$ cat src/logic/mfe_pkg.sv
package mfe_pkg;

    localparam int img_dim  = 128;  // pixels per row and per column
    localparam int addr_w   = 14;   // img_dim squared addresses
    localparam int pix_w    = 8;    // greyscale depth
    localparam int win_taps = 9;    // 3x3 neighbourhood

    typedef logic [pix_w-1:0]           pix_t;
    typedef logic [addr_w-1:0]          addr_t;
    typedef logic [$clog2(img_dim)-1:0] coord_t;

    // centre pixel of a window
    // row sits above col so a cast to addr_t gives row*img_dim + col
    typedef struct packed {
        coord_t row;
        coord_t col;
    } pixel_pos_t;

    // row-major taps, mid_c is the centre
    typedef struct packed {
        pix_t top_l;
        pix_t top_c;
        pix_t top_r;
        pix_t mid_l;
        pix_t mid_c;
        pix_t mid_r;
        pix_t bot_l;
        pix_t bot_c;
        pix_t bot_r;
    } window_t;

    // result memory write port
    typedef struct packed {
        logic  en;
        addr_t addr;
        pix_t  data;
    } wr_req_t;

    typedef enum logic [1:0] {IDLE, FETCH, FILTER, WRITE} mfe_state_t;

    function automatic pix_t max3(pix_t a, pix_t b, pix_t c);
        pix_t ab;
        ab = (a > b) ? a : b;
        return (ab > c) ? ab : c;
    endfunction

    function automatic pix_t min3(pix_t a, pix_t b, pix_t c);
        pix_t ab;
        ab = (a < b) ? a : b;
        return (ab < c) ? ab : c;
    endfunction

    function automatic pix_t med3(pix_t a, pix_t b, pix_t c);
        pix_t lo;
        pix_t hi;
        lo = (a < b) ? a : b;   // order the first pair
        hi = (a < b) ? b : a;
        if (c <= lo)
            return lo;          // c smallest
        if (c >= hi)
            return hi;          // c largest
        return c;
    endfunction

endpackage
$ cat src/logic/mfe_top.sv
`timescale 1ns/1ps

module mfe_top (
    input  logic             clk,
    input  logic             reset,
    input  logic             ready,   // host start pulse
    output logic             busy,    // high for the whole frame
    output mfe_pkg::addr_t   iaddr,   // to the image ROM
    input  mfe_pkg::pix_t    idata,   // ROM data one cycle after iaddr
    output mfe_pkg::wr_req_t wr       // result memory write, always accepted
);

    import mfe_pkg::*;

    logic       fetch_start;   // ctrl asks for a new window
    pixel_pos_t pos;           // centre of that window
    window_t    window;        // nine padded taps
    logic       win_valid;
    pix_t       median;
    logic       med_valid;

    // frame sequencing and result write
    mfe_ctrl mfe_ctrl_i (
        .clk         (clk),
        .reset       (reset),
        .ready       (ready),
        .busy        (busy),
        .fetch_start (fetch_start),
        .pos         (pos),
        .med_valid   (med_valid),
        .median      (median),
        .wr          (wr)
    );

    // tap addressing and border padding
    window_fetch window_fetch_i (
        .clk         (clk),
        .reset       (reset),
        .fetch_start (fetch_start),
        .pos         (pos),
        .iaddr       (iaddr),
        .idata       (idata),
        .window      (window),
        .win_valid   (win_valid)
    );

    // two-stage sort network
    median9 median9_i (
        .clk         (clk),
        .reset       (reset),
        .window      (window),
        .win_valid   (win_valid),
        .median      (median),
        .med_valid   (med_valid)
    );

endmodule

$ cat src/logic/median9.sv
`timescale 1ns/1ps

module median9 (
    input  logic             clk,
    input  logic             reset,
    input  mfe_pkg::window_t window,
    input  logic             win_valid,
    output mfe_pkg::pix_t    median,
    output logic             med_valid   // two cycles after win_valid
);

    import mfe_pkg::*;

    pix_t tap [0:2][0:2];      // [row][col] view of the window
    pix_t row_max [0:2];
    pix_t row_med [0:2];
    pix_t row_min [0:2];
    logic s1_valid;
    pix_t hi_min;              // largest of the row minima
    pix_t mid_med;             // middle of the row medians
    pix_t lo_max;              // smallest of the row maxima

    assign tap[0][0] = window.top_l;
    assign tap[0][1] = window.top_c;
    assign tap[0][2] = window.top_r;
    assign tap[1][0] = window.mid_l;
    assign tap[1][1] = window.mid_c;
    assign tap[1][2] = window.mid_r;
    assign tap[2][0] = window.bot_l;
    assign tap[2][1] = window.bot_c;
    assign tap[2][2] = window.bot_r;

    // stage one sorts each row
    always_ff @(posedge clk) begin
        if (win_valid) begin
            for (int r = 0; r < 3; r++) begin
                row_max[r] <= max3(tap[r][0], tap[r][1], tap[r][2]);
                row_med[r] <= med3(tap[r][0], tap[r][1], tap[r][2]);
                row_min[r] <= min3(tap[r][0], tap[r][1], tap[r][2]);
            end
        end
    end

    // stage two crosses the sorted rows
    // median of nine lies between these three candidates
    always_comb begin
        hi_min  = max3(row_min[0], row_min[1], row_min[2]);
        mid_med = med3(row_med[0], row_med[1], row_med[2]);
        lo_max  = min3(row_max[0], row_max[1], row_max[2]);
    end

    always_ff @(posedge clk) begin
        if (s1_valid)
            median <= med3(hi_min, mid_med, lo_max);
    end

    always_ff @(posedge clk or posedge reset) begin
        if (reset) begin
            s1_valid  <= 1'b0;
            med_valid <= 1'b0;
        end else begin
            s1_valid  <= win_valid;
            med_valid <= s1_valid;   // follows median register
        end
    end

endmodule

$ cat src/logic/window_fetch.sv
`timescale 1ns/1ps

module window_fetch (
    input  logic                clk,
    input  logic                reset,
    input  logic                fetch_start,  // begin a new window around pos
    input  mfe_pkg::pixel_pos_t pos,
    output mfe_pkg::addr_t      iaddr,        // image ROM address
    input  mfe_pkg::pix_t       idata,        // ROM data, one cycle behind iaddr
    output mfe_pkg::window_t    window,
    output logic                win_valid
);

    import mfe_pkg::*;

    // one bit wider than a coordinate so that -1 and img_dim both fall out of range
    typedef logic [$bits(coord_t):0] ext_t;

    logic [1:0] roff;        // 0,1,2 stand for row offset -1,0,+1
    logic [1:0] coff;        // same for columns
    logic [1:0] roff_nxt;
    logic [1:0] coff_nxt;
    logic       issuing;     // a tap address sits on iaddr
    logic       last_tap;
    ext_t       nb_row;
    ext_t       nb_col;
    pixel_pos_t nb_pos;
    logic       nb_in;       // neighbour inside the image
    addr_t      addr_nxt;
    logic       in_q;        // range flag of the address on iaddr
    logic       in_d;        // same flag lined up with idata
    logic       cap_act;     // idata holds a tap this cycle
    logic [3:0] cap_idx;     // which tap idata belongs to
    pix_t       tap_pix;
    pix_t       cap_q [0:win_taps-2];

    assign last_tap = (roff == 2'd2) && (coff == 2'd2);

    // walk the offsets row-major
    always_comb begin
        if (fetch_start) begin
            roff_nxt = 2'd0;
            coff_nxt = 2'd0;
        end else if (coff == 2'd2) begin
            roff_nxt = roff + 2'd1;
            coff_nxt = 2'd0;
        end else begin
            roff_nxt = roff;
            coff_nxt = coff + 2'd1;
        end
    end

    // neighbour position and the range decision
    always_comb begin
        nb_row     = ext_t'(pos.row) + ext_t'(roff_nxt) - ext_t'(1);
        nb_col     = ext_t'(pos.col) + ext_t'(coff_nxt) - ext_t'(1);
        nb_in      = (nb_row < img_dim) && (nb_col < img_dim);
        nb_pos.row = coord_t'(nb_row);
        nb_pos.col = coord_t'(nb_col);
        // padded taps re-read the centre, value thrown away later
        addr_nxt   = nb_in ? addr_t'(nb_pos) : addr_t'(pos);
    end

    always_ff @(posedge clk or posedge reset) begin
        if (reset) begin
            issuing <= 1'b0;
            roff    <= 2'd0;
            coff    <= 2'd0;
            iaddr   <= '0;
            in_q    <= 1'b0;
            in_d    <= 1'b0;
            cap_act <= 1'b0;
            cap_idx <= 4'd0;
        end else begin
            if (fetch_start || (issuing && !last_tap)) begin
                issuing <= 1'b1;
                roff    <= roff_nxt;
                coff    <= coff_nxt;
                iaddr   <= addr_nxt;
                in_q    <= nb_in;
            end else begin
                issuing <= 1'b0;            // iaddr keeps its last value
            end
            in_d    <= in_q;
            cap_act <= issuing;
            cap_idx <= {2'b00, roff} * 4'd3 + {2'b00, coff};
        end
    end

    assign tap_pix = in_d ? idata : '0;    // zero padding outside the image

    // taps 0..7 stored, tap 8 goes straight through
    always_ff @(posedge clk) begin
        if (cap_act && (cap_idx < 4'(win_taps - 1)))
            cap_q[cap_idx[2:0]] <= tap_pix;
    end

    assign win_valid = cap_act && (cap_idx == 4'(win_taps - 1));

    assign window = '{top_l: cap_q[0], top_c: cap_q[1], top_r: cap_q[2],
                      mid_l: cap_q[3], mid_c: cap_q[4], mid_r: cap_q[5],
                      bot_l: cap_q[6], bot_c: cap_q[7], bot_r: tap_pix};

endmodule

$ cat src/logic/mfe_ctrl.sv
`timescale 1ns/1ps

module mfe_ctrl (
    input  logic                clk,
    input  logic                reset,
    input  logic                ready,        // host start pulse
    output logic                busy,
    output logic                fetch_start,  // one cycle, window_fetch samples pos
    output mfe_pkg::pixel_pos_t pos,          // centre pixel of the window in flight
    input  logic                med_valid,
    input  mfe_pkg::pix_t       median,
    output mfe_pkg::wr_req_t    wr
);

    import mfe_pkg::*;

    mfe_state_t state;
    mfe_state_t state_nxt;
    pixel_pos_t pos_nxt;     // raster successor of pos
    logic       last_pix;    // pos is the bottom-right pixel
    logic       last_q;      // the write in progress closes the frame
    logic       take_med;    // median arrives for the current pixel
    logic       wr_en_q;
    addr_t      wr_addr_q;
    pix_t       wr_data_q;

    assign last_pix = (pos.row == coord_t'(img_dim - 1)) &&
                      (pos.col == coord_t'(img_dim - 1));

    assign take_med = (state == FILTER) && med_valid;

    // column first, then wrap into the next row
    always_comb begin
        pos_nxt = pos;
        if (pos.col == coord_t'(img_dim - 1)) begin
            pos_nxt.col = '0;
            pos_nxt.row = pos.row + 1'b1;   // rolls over to 0 after the last row
        end else begin
            pos_nxt.col = pos.col + 1'b1;
        end
    end

    always_comb begin
        state_nxt = state;
        case (state)
            IDLE: begin
                if (ready)
                    state_nxt = FETCH;
            end
            FETCH:   state_nxt = FILTER;     // first pixel of the frame only
            FILTER: begin
                if (med_valid)
                    state_nxt = WRITE;
            end
            WRITE:   state_nxt = last_q ? IDLE : FILTER;
            default: state_nxt = IDLE;
        endcase
    end

    // next pixel's fetch overlaps the write cycle
    // keeps the write spacing at 13 cycles
    assign fetch_start = (state == FETCH) || ((state == WRITE) && !last_q);

    always_ff @(posedge clk or posedge reset) begin
        if (reset) begin
            state   <= IDLE;
            busy    <= 1'b0;
            pos     <= '0;
            last_q  <= 1'b0;
            wr_en_q <= 1'b0;
        end else begin
            state   <= state_nxt;
            wr_en_q <= take_med;            // single cycle pulse
            if ((state == IDLE) && ready)
                busy <= 1'b1;               // ready ignored outside IDLE
            if (take_med) begin
                last_q <= last_pix;
                pos    <= pos_nxt;          // new centre visible with fetch_start
            end
            if ((state == WRITE) && last_q)
                busy <= 1'b0;               // falls with wr.en
        end
    end

    // address from the pixel being finished, before pos moves on
    always_ff @(posedge clk) begin
        if (take_med) begin
            wr_addr_q <= addr_t'(pos);
            wr_data_q <= median;
        end
    end

    assign wr = '{en: wr_en_q, addr: wr_addr_q, data: wr_data_q};

endmodule

$ cat config.mk
export PLATFORM = sky130hd
export DESIGN_NAME = mfe_top
export DESIGN_NICKNAME = d
export VERILOG_FILES = /design/src/logic/mfe_pkg.sv /design/src/logic/mfe_top.sv /design/src/logic/median9.sv /design/src/logic/window_fetch.sv /design/src/logic/mfe_ctrl.sv
export SDC_FILE = /design/constraint.sdc
export NUM_CORES = 1
export LEC_CHECK = 0
export ABC_AREA = 1
export BUFFER_PORTS_ARGS = -buffer_cell sky130_fd_sc_hd__buf_2
export CAP_MARGIN = 5
export CORE_ASPECT_RATIO = 1.4
export CORE_MARGIN = 2
export CORE_UTILIZATION = 50
export DETAILED_ROUTE_END_ITERATION = 7
export PLACE_DENSITY_LB_ADDON = 0.05
export SLEW_MARGIN = 15
export SYNTH_ARGS = -nofsm -noshare
export SYNTH_HDL_FRONTEND = slang
export SYNTH_SLANG_ARGS = --single-unit
$ cat constraint.sdc
create_clock -name clk -period 12.4 [get_ports clk]
set_clock_uncertainty 0.1 [all_clocks]
set_input_delay 1.86 -clock clk [delete_from_list [all_inputs] [get_ports clk]]
set_output_delay 1.86 -clock clk [all_outputs]
set_load 0.01 [all_outputs]
==> Flow_metrics.wiki <==
{| class="wikitable"
! Metric !! Value
|-
| Yosys warning count || 0
|-
| Total Power Consumption || 1.59 mW
|-
| Setup total negative slack || 0 ns
|-
| Hold Crit Depth || 0
|-
| Area fraction of the dominant cell type after synthesis || 34.1%
|-
| Clock Root Buffer || sky130_fd_sc_hd__clkbuf_16
|-
| Fmax achieved || 0.133 GHz
|-
| Synthesis-to-layout area growth || 9.89%
|-
| Capture point of the worst reg-to-reg path || median9_i.median[0]
|-
| FF-to-FF setup slack || 4.87 ns
|-
| Multi-input gate area in the final layout || 0.00736 sq mm
|-
| Gpl congestion || 0.955
|-
| CTS hold repair buffers || 0
|-
| Post-synth design cell area || 0.0146 sq mm
|-
| Max stage delay cell, worst path || sky130_fd_sc_hd__a31oi_1
|-
| Number of H-tree levels || 1
|-
| Delay contributed by the slowest stage of the critical path || 0.77 ns
|-
| Mean cell area of the mapped netlist || 8.46 sq um
|-
| Post-Synthesis Net Count || 1941
|-
| Number of buffers created by CTS || 24
|-
| Number of port buffers || 48
|-
| Cells on worst reg2reg path || 37
|-
| Cell Area, Placed || 0.0152 sq mm
|-
| Ant. Diodes || 0
|-
| Pin count of the biggest net entering global routing || 73
|-
| Total count of hold-check failures in the final report || 0
|-
| Fin cells || 2166
|-
| Area taken by flip-flops and latches || 0.00616 sq mm
|-
| Number of sinks driven by the clock tree || 213
|-
| Global-route wire length before repair || 59000 um
|-
| Final routed wirelength across all metal layers || 37000 um
|-
| Routed wirelength normalized by instance count || 17.1 um
|-
| Normalized max-slew margin || 30.6%
|-
| Die width || 149 um
|-
| Std-Cell Core Area || 0.0290 sq mm
|-
| Static leakage || 7.66 nW
|-
| Ratio of cells with drive above 1 in the final layout || 7.11%
|-
| Net count, final || 1979
|-
| Leading post-synthesis cells by cell area || sky130_fd_sc_hd__edfxtp_1, sky130_fd_sc_hd__ha_1, sky130_fd_sc_hd__nand2_1
|-
| Longest Clk Path Bufs || 3
|-
| Synth async-reset ratio || 22.1%
|-
| Post-DP HPWL || 29800 um
|-
| Outcome || complete, no violations
|-
| Cells after Synth || 1730
|-
| Number of antenna-violating nets in the routed design || 0
|-
| Clock slew seen by the registers of the worst setup and hold paths || 0.06 ns
|-
| Critical path start-end classification || reg -> reg
|-
| Slew @ Worst Pin || 1.04 ns
|-
| Filler Cells Inserted || 2675
|-
| Worst path arrival time || 7.70 ns
|-
| Number of global-route vias before repair || 11.2k
|-
| Global-route congestion overflow total || 0
|-
| DRC violations left || 0
|-
| Total track usage || 24.9%
|-
| Post-synth top flop || sky130_fd_sc_hd__edfxtp_1
|-
| Sort of element at the start of the critical path || flop
|-
| Biggest fanout along the worst timing path || 31
|-
| Crit path required time || 12.57 ns
|-
| Final worst path period share || 60.7%
|-
| End point of the most critical hold path || window_fetch_i.cap_act
|-
| Setup fix buffers added after clock tree synthesis || 0
|-
| Count of different cell masters after synthesis || 44
|-
| Number of optimization iterations in the first detailed-route pass || 5
|-
| Total non-filler cell area in the finished layout || 0.0161 sq mm
|-
| Source of the worst hold timing path || window_fetch_i.issuing
|-
| Worst skew pair latency || 0.53 ns
|-
| Number of cells upsized or downsized after cts || 0
|-
| Most used cell, CP || sky130_fd_sc_hd__nand2_1
|-
| RSZ-0062 raised after global routing || no
|-
| Sequential fraction of the synthesis area || 42.1%
|-
| Number of top-level design ports || 49
|-
| Worst-case vdd ir drop || 0.0990 mV
|-
| Fin Hold WS || 0.319 ns
|-
| Antenna violations before repair || 0
|-
| Initial cell density of the core || 50.5%
|-
| Core Rows || 74
|-
| Final setup vio count || 0
|-
| Power density of the placed cells || 98.5 mW/mm^2
|-
| Cell taking the most area after synthesis || sky130_fd_sc_hd__edfxtp_1
|-
| Die ar. || 0.0307 sq mm
|-
| Final Max Slew Viols || 0
|-
| Register bit count reported by yosys || 213
|-
| Final worst path period need || 7.53 ns
|-
| Initial drt markers || 607
|-
| Number of violations of the max-capacitance limit || 0
|-
| TritonCTS clock tree || done
|-
| RR Startpoint || median9_i.row_med[0][5]
|-
| Sort of element at the end of the critical path || flop
|-
| Die extent in y || 206 um
|-
| EDFF count, synth || 166
|-
| Via-to-Cell Ratio || 5.33
|-
| Cell count after placement || 2122
|-
| Total via count after detailed routing || 11.5k
|-
| Type of the most critical hold path || reg -> reg
|}
critical path, delay by kind of cell (launching register included):
kind | cells | cell delay, ns
compound gates | 15 | 3.49
fa+ha+maj | 4 | 1.16
simple gates | 11 | 1.14
flops | 1 | 0.41
buf+inv | 7 | 0.93
stage by stage:
stage / worst slack, ns / util (%)
global route: 4.03 / 55.5
finish: 4.87 / 55.5
detailed placement: 5.00 / 52.6
floorplan: 6.18 / -
CTS: 4.97 / 55.5
global placement: 5.17 / 52.6
cells in the final DEF (no fill, tap or decap), drive strengths merged, types with 2 or more instances in the layout:
cell type / instances
nand2: 394
inv: 258
o21ai: 241
ha: 196
edfxtp: 166
a21oi: 149
nor2: 81
nand3: 69
buf: 56
dfrtp: 47
clkbuf: 29
xor2: 14
and2: 10
nand4: 10
o211ai: 10
a211oi: 10
clkinv: 7
o21a: 6
nor3: 5
fa: 4
bufinv: 4
or2: 3
a32oi: 3
a31oi: 2
metal layers:
metal  vias to the layer above  global-route usage (%)  share of wire, %
met5                         -                       0                 0
met4                         0                    10.6               4.2
met3                        61                    2.34               2.4
met2                       187                    46.6                52
met1                      5354                    28.9                41
li1                       5939                       -                 -
power by group:
group / total [mW] / switching, mW / internal [mW]
sequential: 0.771 / 0.000988 / 0.770
combinational: 0.0643 / 0.0454 / 0.0189
clock: 0.749 / 0.294 / 0.456
total: 1.59 / 0.340 / 1.25
sequential cells by signal, summed over array words and instances (netlist names), 2 cells and up:
register	cells
median9_i.median	8
mfe_ctrl_i.wr_addr_q	14
window_fetch_i.iaddr	14
window_fetch_i.cap_idx	4
median9_i.row_max	24
mfe_ctrl_i.wr_data_q	8
window_fetch_i.cap_q	64
median9_i.row_med	24
window_fetch_i.coff	2
median9_i.row_min	24
window_fetch_i.roff	2
mfe_ctrl_i.state	2
mfe_ctrl_i.pos	14
layout make-up:
type | count | area share, %
timing repair buffer | 56 | 1.87
clock inverter | 15 | 1.22
clock buffer | 29 | 3.98
tap | 380 | 2.96
multi-input combinational | 1218 | 45.7
sequential | 213 | 38.3
inverter | 255 | 5.95
Yosys cell counts, types with 2 or more instances:
library cell,number
sky130_fd_sc_hd__o21a_1,6
sky130_fd_sc_hd__edfxtp_1,166
sky130_fd_sc_hd__ha_1,196
sky130_fd_sc_hd__xor2_1,14
sky130_fd_sc_hd__fa_1,4
sky130_fd_sc_hd__o211ai_1,10
sky130_fd_sc_hd__a32oi_1,3
sky130_fd_sc_hd__a31oi_1,2
sky130_fd_sc_hd__nand2_4,3
sky130_fd_sc_hd__nand3_2,3
sky130_fd_sc_hd__a21oi_1,149
sky130_fd_sc_hd__o21ai_1,9
sky130_fd_sc_hd__nand4_1,10
sky130_fd_sc_hd__o21ai_0,230
sky130_fd_sc_hd__nor2_1,81
sky130_fd_sc_hd__clkbuf_1,40
sky130_fd_sc_hd__a211oi_1,9
sky130_fd_sc_hd__and2_1,10
sky130_fd_sc_hd__nor3_1,5
sky130_fd_sc_hd__nand2_1,374
sky130_fd_sc_hd__dfrtp_1,47
sky130_fd_sc_hd__or2_2,3
sky130_fd_sc_hd__inv_1,254
sky130_fd_sc_hd__nand2_2,16
sky130_fd_sc_hd__nand3_1,66
sky130_fd_sc_hd__o21ai_2,2
worst max-delay path by stage:
| stage | slack (ns) | to | cells past startpoint | startpoint |
|---|---|---|---|---|
| after floorplan | 6.18 | median9_i.median[0] | 38 | median9_i.row_med[0][7] |
| after global routing | 4.03 | median9_i.median[1] | 37 | median9_i.row_med[0][5] |
| after CTS | 4.97 | median9_i.median[0] | 38 | median9_i.row_med[0][5] |
| after detailed placement | 5.00 | median9_i.median[0] | 37 | median9_i.row_med[0][5] |
| final | 4.87 | median9_i.median[0] | 37 | median9_i.row_med[0][5] |
| after global placement | 5.17 | median9_i.median[5] | 37 | median9_i.row_med[0][5] |
cells by family after synthesis:
| group | after synthesis | synth area share, % |
|---|---|---|
| flip-flops | 213 | 42.1 |
| AO/OA/AOI/OAI | 428 | 15.4 |
| AND/OR/NAND/NOR | 575 | 16.5 |
| XOR/XNOR | 15 | 0.897 |
| adder cells (fa/ha/maj) | 200 | 17.3 |
| buffers and inverters | 299 | 7.83 |
No activity file was read; power rests on OpenSTA's default activity.
